`config.mk`:
```
export PLATFORM = sky130hd
export DESIGN_NAME = zynq_shell_top
export DESIGN_NICKNAME = d
export VERILOG_FILES = /design/src/source/zynq_shell_pkg.sv /design/src/source/zynq_shell_top.sv /design/src/source/dram_addr_remap.sv /design/src/source/config_rom.sv /design/src/source/host_word_fifo.sv /design/src/source/host_csr_bank.sv
export VERILOG_INCLUDE_DIRS = /design/src /design/src/source
export SDC_FILE = /design/constraint.sdc
export NUM_CORES = 1
export LEC_CHECK = 0
export BUFFER_PORTS_ARGS = -buffer_cell sky130_fd_sc_hd__buf_2
export CORE_MARGIN = 4
export CORE_UTILIZATION = 57
export DETAILED_ROUTE_END_ITERATION = 6
export PLACE_DENSITY = 0.8
export SETUP_SLACK_MARGIN = 0.4
export SLEW_MARGIN = 15
export SYNTH_ARGS = -nofsm -noshare
export SYNTH_HDL_FRONTEND = slang
export SYNTH_SLANG_ARGS = --single-unit
```
`constraint.sdc`:
```
create_clock -name aclk -period 3.2 [get_ports aclk]
set_input_delay 0.32 -clock aclk [delete_from_list [all_inputs] [get_ports aclk]]
set_output_delay 0.32 -clock aclk [all_outputs]
set_load 0.01 [all_outputs]
```
`src/source/zynq_shell_settings.svh`:
```
`ifndef ZYNQ_SHELL_SETTINGS_SVH
`define ZYNQ_SHELL_SETTINGS_SVH

// host word and dram address
`define SHELL_DATA_WIDTH 32
`define SHELL_ADDR_WIDTH 32
`define CSR_ADDR_WIDTH 3

`define FIFO_DEPTH 4
`define RESET_DEPTH 3

// cache dma space
`define NUM_CACHE 16
`define LG_NUM_CACHE 4
// 128 MiB of dram
`define DRAM_ADDR_WIDTH 27
`define CACHE_OFFSET_WIDTH (`DRAM_ADDR_WIDTH - `LG_NUM_CACHE)

`define ROM_ELS 8
`define ROM_ADDR_WIDTH 3

////////////////////////////////////////
// host register map
////////////////////////////////////////
`define CSR_RESET_N 3'd0
`define CSR_DRAM_BASE 3'd1
`define CSR_ROM_ADDR 3'd2
`define CSR_REQ_PUSH 3'd3
`define CSR_ROM_DATA 3'd4
`define CSR_RSP_POP 3'd5
`define CSR_STATUS 3'd6

// machine configuration words
`define ROM_VERSION 32'h0002_0001
`define ROM_TILES_X 32'd4
`define ROM_TILES_Y 32'd4

`endif
```
`src/source/zynq_shell_pkg.sv`:
```
`default_nettype none

`include "zynq_shell_settings.svh"

package zynq_shell_pkg;

  // one host register write
  typedef struct packed
  {
    logic [`CSR_ADDR_WIDTH-1:0]   addr;
    logic [`SHELL_DATA_WIDTH-1:0] data;
  } host_wr_s;

  // address as it leaves a cache dma port
  typedef struct packed
  {
    logic [`LG_NUM_CACHE-1:0]     cache_id;
    logic [`SHELL_ADDR_WIDTH-1:0] cache_addr;
  } cache_dma_addr_s;

  typedef struct packed
  {
    logic [`SHELL_ADDR_WIDTH-`DRAM_ADDR_WIDTH-1:0] pad;
    logic [`LG_NUM_CACHE-1:0]                      cache_id;
    logic [`CACHE_OFFSET_WIDTH-1:0]                offset;
  } dram_addr_fields_s;

  // built from fields, consumed as a flat word
  typedef union packed
  {
    logic [`SHELL_ADDR_WIDTH-1:0] flat;
    dram_addr_fields_s            fields;
  } dram_addr_u;

endpackage

`default_nettype wire

```
`src/source/zynq_shell_top.sv`:
```
`default_nettype none
`timescale 1ns/100ps

`include "zynq_shell_settings.svh"

module zynq_shell_top
  (  input  wire                                aclk
   , input  wire                                rst_i

   // host side
   , input  wire                                host_wr_v_i
   , input  zynq_shell_pkg::host_wr_s           host_wr_i
   , input  wire                                host_rd_v_i
   , input  wire [`CSR_ADDR_WIDTH-1:0]          host_rd_addr_i
   , output wire [`SHELL_DATA_WIDTH-1:0]        host_rd_data_o
   , output wire                                host_rd_data_v_o

   // pl side queues
   , output wire [`SHELL_DATA_WIDTH-1:0]        req_data_o
   , output wire                                req_v_o
   , input  wire                                req_yumi_i
   , input  wire [`SHELL_DATA_WIDTH-1:0]        rsp_data_i
   , input  wire                                rsp_v_i
   , output wire                                rsp_ready_o

   // cache dma and dram
   , input  zynq_shell_pkg::cache_dma_addr_s    dma_aw_i
   , input  wire                                dma_aw_v_i
   , input  zynq_shell_pkg::cache_dma_addr_s    dma_ar_i
   , input  wire                                dma_ar_v_i
   , output wire [`SHELL_ADDR_WIDTH-1:0]        m_awaddr_o
   , output wire                                m_awaddr_v_o
   , output wire [`SHELL_ADDR_WIDTH-1:0]        m_araddr_o
   , output wire                                m_araddr_v_o

   , output wire                                sys_reset_o
   );

  wire [`SHELL_DATA_WIDTH-1:0] rom_data;
  wire [`ROM_ADDR_WIDTH-1:0]   rom_addr;
  wire [`SHELL_ADDR_WIDTH-1:0] dram_base;
  wire                         req_push;
  wire [`SHELL_DATA_WIDTH-1:0] req_push_data;
  wire                         req_full;
  wire                         req_empty;
  wire                         rsp_pop;
  wire [`SHELL_DATA_WIDTH-1:0] rsp_head;
  wire                         rsp_full;
  wire                         rsp_empty;

  host_csr_bank i_csr_bank
    (.aclk(aclk), .rst_i(rst_i)
     ,.host_wr_v_i(host_wr_v_i), .host_wr_i(host_wr_i)
     ,.host_rd_v_i(host_rd_v_i), .host_rd_addr_i(host_rd_addr_i)
     ,.host_rd_data_o(host_rd_data_o), .host_rd_data_v_o(host_rd_data_v_o)
     ,.rom_data_i(rom_data), .req_full_i(req_full)
     ,.rsp_data_i(rsp_head), .rsp_empty_i(rsp_empty)
     ,.req_push_o(req_push), .req_push_data_o(req_push_data)
     ,.rsp_pop_o(rsp_pop), .dram_base_o(dram_base)
     ,.rom_addr_o(rom_addr), .sys_reset_o(sys_reset_o)
     );

  ////////////////////////////////////////
  // host to pl requests
  ////////////////////////////////////////
  host_word_fifo #(.depth_p(`FIFO_DEPTH)) i_req_fifo
    (.aclk(aclk), .rst_i(rst_i)
     ,.push_i(req_push), .push_data_i(req_push_data), .pop_i(req_yumi_i)
     ,.pop_data_o(req_data_o), .full_o(req_full), .empty_o(req_empty)
     );

  assign req_v_o = ~req_empty;

  // pl to host responses
  host_word_fifo #(.depth_p(`FIFO_DEPTH)) i_rsp_fifo
    (.aclk(aclk), .rst_i(rst_i)
     ,.push_i(rsp_v_i & ~rsp_full), .push_data_i(rsp_data_i), .pop_i(rsp_pop)
     ,.pop_data_o(rsp_head), .full_o(rsp_full), .empty_o(rsp_empty)
     );

  assign rsp_ready_o = ~rsp_full;

  config_rom i_config_rom
    (.addr_i(rom_addr), .data_o(rom_data));

  dram_addr_remap i_dram_remap
    (.aclk(aclk), .rst_i(rst_i), .dram_base_i(dram_base)
     ,.dma_aw_i(dma_aw_i), .dma_aw_v_i(dma_aw_v_i)
     ,.dma_ar_i(dma_ar_i), .dma_ar_v_i(dma_ar_v_i)
     ,.m_awaddr_o(m_awaddr_o), .m_awaddr_v_o(m_awaddr_v_o)
     ,.m_araddr_o(m_araddr_o), .m_araddr_v_o(m_araddr_v_o)
     );

endmodule

`default_nettype wire

```
`src/source/dram_addr_remap.sv`:
```
`default_nettype none
`timescale 1ns/100ps

`include "zynq_shell_settings.svh"

module dram_addr_remap
  (  input  wire                                    aclk
   , input  wire                                    rst_i

   , input  wire [`SHELL_ADDR_WIDTH-1:0]            dram_base_i

   , input  zynq_shell_pkg::cache_dma_addr_s        dma_aw_i
   , input  wire                                    dma_aw_v_i
   , input  zynq_shell_pkg::cache_dma_addr_s        dma_ar_i
   , input  wire                                    dma_ar_v_i

   , output logic [`SHELL_ADDR_WIDTH-1:0]           m_awaddr_o
   , output logic                                   m_awaddr_v_o
   , output logic [`SHELL_ADDR_WIDTH-1:0]           m_araddr_o
   , output logic                                   m_araddr_v_o
   );

  // cache id above a dram sized offset, then rebased
  function automatic logic [`SHELL_ADDR_WIDTH-1:0] remap_addr
    (input zynq_shell_pkg::cache_dma_addr_s dma
     , input logic [`SHELL_ADDR_WIDTH-1:0]  base);
    zynq_shell_pkg::dram_addr_u hashed;
    hashed.fields.pad      = '0;
    hashed.fields.cache_id = dma.cache_id;
    hashed.fields.offset   = dma.cache_addr[`CACHE_OFFSET_WIDTH-1:0];
    return hashed.flat + base;
  endfunction

  always_ff @(posedge aclk)
  begin
    if (rst_i)
    begin
      m_awaddr_v_o <= 1'b0;
      m_araddr_v_o <= 1'b0;
    end
    else
    begin
      m_awaddr_v_o <= dma_aw_v_i;
      m_araddr_v_o <= dma_ar_v_i;
    end
  end

  always_ff @(posedge aclk)
  begin
    if (dma_aw_v_i)
      m_awaddr_o <= remap_addr(dma_aw_i, dram_base_i);
    if (dma_ar_v_i)
      m_araddr_o <= remap_addr(dma_ar_i, dram_base_i);
  end

endmodule

`default_nettype wire

```
`src/source/config_rom.sv`:
```
`default_nettype none
`timescale 1ns/100ps

`include "zynq_shell_settings.svh"

module config_rom
  (  input  wire [`ROM_ADDR_WIDTH-1:0]    addr_i
   , output logic [`SHELL_DATA_WIDTH-1:0] data_o
   );

  // machine description for the host runtime
  always_comb
  begin
    case (addr_i)
      `ROM_ADDR_WIDTH'(0): data_o = `ROM_VERSION;
      `ROM_ADDR_WIDTH'(1): data_o = `ROM_TILES_X;
      `ROM_ADDR_WIDTH'(2): data_o = `ROM_TILES_Y;
      `ROM_ADDR_WIDTH'(3): data_o = `SHELL_DATA_WIDTH'(`NUM_CACHE);
      `ROM_ADDR_WIDTH'(4): data_o = `SHELL_DATA_WIDTH'(`DRAM_ADDR_WIDTH);
      `ROM_ADDR_WIDTH'(5): data_o = `SHELL_DATA_WIDTH'(`FIFO_DEPTH);
      // spare entries
      default:             data_o = '0;
    endcase
  end

endmodule

`default_nettype wire

```
`src/source/host_word_fifo.sv`:
```
`default_nettype none
`timescale 1ns/100ps

`include "zynq_shell_settings.svh"

module host_word_fifo
  #(parameter int depth_p = `FIFO_DEPTH)
  (  input  wire                           aclk
   , input  wire                           rst_i

   , input  wire                           push_i
   , input  wire [`SHELL_DATA_WIDTH-1:0]   push_data_i
   , input  wire                           pop_i

   , output logic [`SHELL_DATA_WIDTH-1:0]  pop_data_o
   , output logic                          full_o
   , output logic                          empty_o
   );

  localparam int ptr_width_lp   = $clog2(depth_p);
  localparam int count_width_lp = $clog2(depth_p+1);

  logic [`SHELL_DATA_WIDTH-1:0] mem_r [depth_p];
  logic [ptr_width_lp-1:0]      wr_ptr_r;
  logic [ptr_width_lp-1:0]      rd_ptr_r;
  logic [count_width_lp-1:0]    count_r;
  logic                         push_ok;
  logic                         pop_ok;

  assign full_o  = (count_r == count_width_lp'(depth_p));
  assign empty_o = (count_r == '0);
  assign push_ok = push_i & ~full_o;
  assign pop_ok  = pop_i & ~empty_o;

  // pointers wrap on their own for power of two depths
  always_ff @(posedge aclk)
  begin
    if (rst_i)
    begin
      wr_ptr_r <= '0;
      rd_ptr_r <= '0;
      count_r  <= '0;
    end
    else
    begin
      if (push_ok)
        wr_ptr_r <= wr_ptr_r + ptr_width_lp'(1);
      if (pop_ok)
        rd_ptr_r <= rd_ptr_r + ptr_width_lp'(1);
      if (push_ok & ~pop_ok)
        count_r <= count_r + count_width_lp'(1);
      else if (pop_ok & ~push_ok)
        count_r <= count_r - count_width_lp'(1);
    end
  end

  always_ff @(posedge aclk)
  begin
    if (push_ok)
      mem_r[wr_ptr_r] <= push_data_i;
  end

  assign pop_data_o = mem_r[rd_ptr_r];

endmodule

`default_nettype wire

```
`src/source/host_csr_bank.sv`:
```
`default_nettype none
`timescale 1ns/100ps

`include "zynq_shell_settings.svh"

module host_csr_bank
  (  input  wire                            aclk
   , input  wire                            rst_i

   , input  wire                            host_wr_v_i
   , input  zynq_shell_pkg::host_wr_s       host_wr_i
   , input  wire                            host_rd_v_i
   , input  wire [`CSR_ADDR_WIDTH-1:0]      host_rd_addr_i
   , output logic [`SHELL_DATA_WIDTH-1:0]   host_rd_data_o
   , output logic                           host_rd_data_v_o

   , input  wire [`SHELL_DATA_WIDTH-1:0]    rom_data_i
   , input  wire                            req_full_i
   , input  wire [`SHELL_DATA_WIDTH-1:0]    rsp_data_i
   , input  wire                            rsp_empty_i

   , output logic                           req_push_o
   , output logic [`SHELL_DATA_WIDTH-1:0]   req_push_data_o
   , output logic                           rsp_pop_o
   , output logic [`SHELL_ADDR_WIDTH-1:0]   dram_base_o
   , output logic [`ROM_ADDR_WIDTH-1:0]     rom_addr_o
   , output logic                           sys_reset_o
   );

  logic [`SHELL_DATA_WIDTH-1:0] reset_n_r;
  logic [`SHELL_ADDR_WIDTH-1:0] dram_base_r;
  logic [`ROM_ADDR_WIDTH-1:0]   rom_addr_r;
  logic [`SHELL_DATA_WIDTH-1:0] rd_data_n;
  logic [`RESET_DEPTH-1:0]      reset_chain_r;

  ////////////////////////////////////////
  // host writes
  ////////////////////////////////////////
  always_ff @(posedge aclk)
  begin
    if (rst_i)
    begin
      reset_n_r   <= '0;
      dram_base_r <= '0;
      rom_addr_r  <= '0;
    end
    else if (host_wr_v_i)
    begin
      case (host_wr_i.addr)
        `CSR_RESET_N:   reset_n_r   <= host_wr_i.data;
        `CSR_DRAM_BASE: dram_base_r <= host_wr_i.data;
        `CSR_ROM_ADDR:  rom_addr_r  <= host_wr_i.data[`ROM_ADDR_WIDTH-1:0];
        default:        ;
      endcase
    end
  end

  // word is dropped when the queue is full
  assign req_push_o      = host_wr_v_i & (host_wr_i.addr == `CSR_REQ_PUSH) & ~req_full_i;
  assign req_push_data_o = host_wr_i.data;

  ////////////////////////////////////////
  // host reads with one cycle latency
  ////////////////////////////////////////
  always_comb
  begin
    case (host_rd_addr_i)
      `CSR_RESET_N:   rd_data_n = reset_n_r;
      `CSR_DRAM_BASE: rd_data_n = dram_base_r;
      `CSR_ROM_ADDR:  rd_data_n = {{(`SHELL_DATA_WIDTH-`ROM_ADDR_WIDTH){1'b0}}, rom_addr_r};
      `CSR_ROM_DATA:  rd_data_n = rom_data_i;
      `CSR_RSP_POP:   rd_data_n = rsp_empty_i ? '0 : rsp_data_i;
      `CSR_STATUS:    rd_data_n = {{(`SHELL_DATA_WIDTH-2){1'b0}}, rsp_empty_i, req_full_i};
      default:        rd_data_n = '0;
    endcase
  end

  always_ff @(posedge aclk)
  begin
    if (rst_i)
      host_rd_data_v_o <= 1'b0;
    else
      host_rd_data_v_o <= host_rd_v_i;
  end

  always_ff @(posedge aclk)
  begin
    if (host_rd_v_i)
      host_rd_data_o <= rd_data_n;
  end

  // head is captured above on the same edge
  assign rsp_pop_o = host_rd_v_i & (host_rd_addr_i == `CSR_RSP_POP) & ~rsp_empty_i;

  // system reset delay held asserted out of reset
  always_ff @(posedge aclk)
  begin
    if (rst_i)
      reset_chain_r <= '1;
    else
      reset_chain_r <= {reset_chain_r[`RESET_DEPTH-2:0], ~reset_n_r[0]};
  end

  assign sys_reset_o = reset_chain_r[`RESET_DEPTH-1];
  assign dram_base_o = dram_base_r;
  assign rom_addr_o  = rom_addr_r;

endmodule

`default_nettype wire

```
### Word level (Yosys, flattened, before mapping)

Memory sizes are Yosys's and may differ from the RTL's. A register that Yosys moved wholly into a read port is not among the register bits.
Index checks and enable logic that the tools add are counted.

* flip-flop bits (word level): 183
* bits in writable memories: 256
* input port bits: 150
* memories kept: 2

* add/sub/neg operators: 10
* equality and inequality tests: 15
* multiplexer cells: 15
* bitwise gates (word level): 22
* reductions and logical operators: 11

Memories
* i_req_fifo.mem_r: words 4, width 32, rd ports 1, clocked after memory_dff 1, wr ports 1, RTL line host_word_fifo.sv:23 `` logic [`SHELL_DATA_WIDTH-1:0] mem_r [depth_p]; ``
* i_rsp_fifo.mem_r: words 4, width 32, rd ports 1, clocked after memory_dff 1, wr ports 1, RTL line host_word_fifo.sv:23

Operator list (number)
* $pmux W32 S6: 1
* $pmux W18 S4: 1
* $add A27 B32 Y32: 2
* $mux W32: 1
* $eq A3 B3 Y1 const B: 7
* $eq A3 B2 Y1 const B: 5
* $logic_not A3 Y1: 5
* $and A1 B1 Y1: 13
* $mux W3: 4
* $eq A3 B1 Y1 const B: 3
* $not A1 Y1: 9
* $add A2 B1 Y2 const B: 4
* $mux W2: 4
* $add A3 B1 Y3 const B: 2
* $reduce_and A2 Y1: 3
* $sub A3 B1 Y3 const B: 2
* $mux W1: 4
* $reduce_bool A2 Y1: 2
* $reduce_or A3 Y1: 1

### Depth between registers and ports, before layout

* depth in word-level cells: 8
* mapped depth: 11
* mapped depth without buffers: 10

### Modules after synthesis

From an unflattened synthesis, not the netlist that was laid out.

* cell total of the unflattened synthesis: 1443
* area total of the unflattened synthesis: 19995.4 µm²

Modules (own cells, without submodules)
* host_word_fifo: instances 2, cells each 215, area an instance 5132.4 µm², sequential area each 4023.9 µm²
* dram_addr_remap: instances 1, cells each 487, area an instance 4885.9 µm², sequential area each 1961.9 µm²
* host_csr_bank: instances 1, cells each 488, area an instance 4566.9 µm², sequential area each 2382.3 µm²
* config_rom: instances 1, cells each 35, area an instance 264.0 µm², sequential area each 0.0 µm²
* zynq_shell_top: instances 1, cells each 3, area an instance 13.8 µm², sequential area each 0.0 µm²

### Least setup slack after synthesis

Ideal clock, no wire load.

* kind: input to register
* start: in dma_ar_i[0] (netlist name)
* end: reg i_dram_remap.m_araddr_o[24], data pin
* setup time: 0.266 ns
* arrival: 2.225 ns
* setup slack: 0.709 ns
* cell stages on the path: 9
* path buffers: 0
* cells stage by stage: ha_1 fa_1 a21oi_1 o22ai_1 o31ai_2 o311a_4 o211a_4 o21ai_0 xor2_1

* word-level cells in the longest chain between the ends: 1

RTL lines
* start: declaration: RTL line zynq_shell_top.sv:29 `, input zynq_shell_pkg::cache_dma_addr_s dma_ar_i`
* $add A27 B32 Y32: RTL line dram_addr_remap.sv:31 `return hashed.flat + base;`
* end signal: assignment: RTL line dram_addr_remap.sv:53 `m_araddr_o <= remap_addr(dma_ar_i, dram_base_i);`
* end: declaration: RTL line dram_addr_remap.sv:19 `` , output logic [`SHELL_ADDR_WIDTH-1:0] m_araddr_o ``

Every way passes these cells.
A chain may end at the register's enable or synchronous reset.

### Final worst setup path

* start: reg i_csr_bank.dram_base_r[4] (netlist: i_csr_bank.dram_base_o[4])
* end: reg i_dram_remap.m_araddr_o[31], data pin

* word-level cells in the longest chain between the ends: 1

RTL lines
* start: declaration: RTL line host_csr_bank.sv:31 `` logic [`SHELL_ADDR_WIDTH-1:0] dram_base_r; ``
* start signal: assignment: RTL line host_csr_bank.sv:51 `` `CSR_DRAM_BASE: dram_base_r <= host_wr_i.data; ``
* $add A27 B32 Y32: RTL line dram_addr_remap.sv:31

Every way passes these cells.

==> metrics.md <==
| Metric | Value |
|---|---|
| Largest net degree at the start of global routing | `35` |
| Min cycle time layout | `2760 ps` |
| Syn nets | `1600` |
| Min-Delay Path Class | `primary input to flop` |
| Synth Flop Type | `edfxtp_1` |
| CTS tree | `built` |
| # Max-Cap Violations | `0` |
| Peak supply drop | `0.540 mV` |
| Die area | `36700 um^2` |
| CTS Buf Count | `45` |
| DRC | `0` |
| CTS Root Cell | `clkbuf_16` |
| Die height | `192 um` |
| Post-Route WL | `49.5 mm` |
| DP Area | `21100 um^2` |
| Flop pwr share | `0.490` |
| Status | `complete, no violations` |
| Sw frac | `0.252` |
| Flops & latches, synth | `443` |
| Crit. End Element | `flop` |
| Number of nets with antenna violations after routing | `0` |
| Final #Nets | `1904` |
| HPWL Detailed | `34.2 mm` |
| CTS clk-pin slew, worst paths | `60 ps` |
| Syn Inst Count | `1382` |
| Highest Clock Rate | `0.363 GHz` |
| Port bufs | `265` |
| DR WL/cell | `22.8 um` |
| # setup viols final | `0` |
| RSZ-0062 raised after global routing | `true` |
| Int Power | `10.4 mW` |
| Die width | `192 um` |
| Post-synthesis sequential area ratio | `0.646` |
| Critical Path Start Type | `flop` |
| Slew headroom | `0.308` |
| Worst Path Max Fanout | `4` |
| Post-synth EDFFs | `352` |
| Async SR Flop Fraction | `0` |
| Layout Cells excl Fill | `2170` |
| Fin. Hold Viols | `0` |
| Pins Over Slew Limit | `0` |
| Initial Util | `0.584` |
| PwrDens | `607 nW/um^2` |
| First-pass GRT wire length | `74.5 mm` |
| Period utilization | `0.861` |
| Crit Path Class | `flop to flop` |
| Clock share of power | `0.362` |
| Required time worst endpoint | `3470 ps` |
| Iter 0 DRT Violations | `1374` |
| Design area | `22900 um^2` |
| Drt first pass iters | `7` |
| CTS max path bufs | `3` |
| Comb pwr share | `0.147` |
| Switching power | `3.51 mW` |
| Layout cells sized above 1 | `0.272` |
| I/O pins | `284` |
| Critical path arrival | `3030 ps` |
| Global route overflow | `0` |
| Slew @ Worst Pin | `1030 ps` |
| Synth-to-layout area growth | `19.4%` |
| Tot GR Track Use | `0.268` |
| Vias per std cell | `6.00` |
| Avg Cell Area, Syn | `13.9 um^2` |
| Total number of vias | `13000` |
| Worst Clk Skew | `20.6 ps` |
| Antenna violations before repair | `9` |
| Power Total | `13.9 mW` |
| # clock sinks | `443` |
| Setup TNS | `0 ps` |
| Row count | `66` |
| H-tree depth | `2` |
| Placer Congestion | `0.908` |
| Yosys cell types | `68` |
| Syn. warnings | `0` |
| Core box area | `32900 um^2` |
| Skew-Pair Late Insertion Delay | `550 ps` |
| Leak | `8.78 nW` |
| Synth Cell Area | `19200 um^2` |
| Vias in the first global route | `12800` |
| Placed cells | `2049` |
layer usage:
layer,track usage,up-vias,part of all wire
li1,-,5877,-
met1,0.356,6335,0.37
met2,0.452,696,0.50
met3,0.0418,112,0.091
met4,0.100,8,0.039
met5,0,-,0.0012
what timing repair did:
item,in CTS,in global routing
setup buffers,1,2
resized for setup,4,22
pin swaps,1,9
endpoints found under the setup margin,10,25
hold endpoints to repair,114,0
hold buffers,29,0
gates cloned,0,0
worst max-delay path, cell delays in order (launching register included):
cell	delay, ps
dfxtp_1	450
ha_1	350
a21oi_2	230
o22ai_1	160
o211ai_1	190
buf_4	170
a2111oi_4	60
buf_4	170
o41ai_4	360
o21ai_1	170
xor2_1	160
cells in the final DEF (no fill, tap or decap), types with 7 or more instances in the layout:
cell / count
buf_2: 265
nand4_1: 7
clkbuf_1: 14
dlygate4sd3_1: 29
nand3_1: 26
and2_1: 8
a222oi_1: 28
nor3_1: 14
mux2i_1: 8
inv_1: 56
nor2_1: 46
xor2_1: 31
mux4_2: 64
o21ai_0: 30
buf_4: 29
xnor2_1: 33
nand2_1: 174
a21oi_1: 125
clkinv_2: 7
and3_1: 15
clkinv_1: 8
dfxtp_1: 83
a21o_1: 20
edfxtp_1: 352
clkbuf_16: 46
ha_1: 61
nor2b_1: 11
registers in the layout, summed over array words and instances, names as in the netlist, named ones only:
register and cells:
i_rsp_fifo.count_r 3, i_req_fifo.rd_ptr_r 2, i_req_fifo.count_r 3, i_csr_bank.reset_chain_r 3, i_csr_bank.host_rd_data_v_o 1, i_rsp_fifo.mem_r 128, i_req_fifo.wr_ptr_r 2, i_csr_bank.host_rd_data_o 32
i_csr_bank.rom_addr_o 3, i_dram_remap.m_araddr_v_o 1, i_dram_remap.m_araddr_o 32, i_dram_remap.m_awaddr_o 32, i_csr_bank.dram_base_o 32, i_dram_remap.m_awaddr_v_o 1, i_rsp_fifo.rd_ptr_r 2, i_rsp_fifo.wr_ptr_r 2
i_csr_bank.reset_n_r 32, i_req_fifo.mem_r 128
power groups by stage:
| stage | Sequential, mW | Clock (mW) | Combinational [mW] |
|---|---|---|---|
| floorplan | 6.87 | 0 | 1.21 |
| global placement | 6.91 | 0 | 1.94 |
| detailed placement | 6.94 | 0 | 2.00 |
| CTS | 6.82 | 5.09 | 2.05 |
| global route | 6.86 | 5.36 | 2.20 |
| finish | 6.82 | 5.04 | 2.05 |
per-stage QoR:
stage / worst slack, ps / hold WS, ps / util
after floorplan: 709 / 379 / -
after global routing: 336 / 22.3 / 0.697
final: 444 / 32.8 / 0.697
after CTS: 389 / 3.39 / 0.694
after global placement: 251 / 392 / 0.641
after detailed placement: 219 / 405 / 0.641
cell families after synthesis:
logic type      share of synthesized area
simple gates                       0.0783
flops                               0.646
mux                                0.0793
fa+ha+maj                          0.0459
compound gates                     0.0972
buf+inv                            0.0246
xor+xnor                           0.0292
cells in the mapped netlist, drive strengths merged (4+ instances only):
master	number	share of area
a211oi	4	0.0018
a21o	20	0.0078
a21oi	129	0.034
a222oi	28	0.015
a31oi	8	0.0026
and2	9	0.0029
and3	15	0.0049
buf	9	0.0020
clkbuf	59	0.012
dfxtp	91	0.095
edfxtp	352	0.55
fa	4	0.0042
ha	64	0.042
inv	56	0.011
mux2i	8	0.0042
mux4	64	0.075
nand2	174	0.034
nand2b	5	0.0016
nand3	26	0.0068
nand3b	5	0.0020
nand4	7	0.0023
nor2	48	0.0094
nor2b	11	0.0036
nor3	16	0.0044
o211ai	7	0.0030
o21a	6	0.0023
o21ai	36	0.0096
o21bai	6	0.0023
o31ai	4	0.0021
or3	6	0.0020
xnor2	33	0.015
xor2	31	0.014
layout make-up:
cell class                 count  area, um^2
multi-input combinational    815        6430
fill                        2265        9960
sequential                   443       12400
clock inverter                21         178
inverter                      56         210
clock buffer                  63        1240
tap                          442         553
timing repair buffer         325        1870
antenna                        5        12.5
worst paths after layout:
| check | from | depth (start not counted) | endpoint | slack, ps |
|---|---|---|---|---|
| hold reg to reg | i_csr_bank.reset_n_r[0] | 1 | i_csr_bank.reset_chain_r[0] | 410 |
| hold / removal | host_wr_i[9] | 1 | i_req_fifo.mem_r[3][9] | 30 |
| setup / recovery | i_csr_bank.dram_base_o[4] | 10 | i_dram_remap.m_araddr_o[31] | 440 |
| setup reg to reg | i_csr_bank.dram_base_o[4] | 10 | i_dram_remap.m_araddr_o[31] | 440 |
No activity file was read; power rests on OpenSTA's default activity.
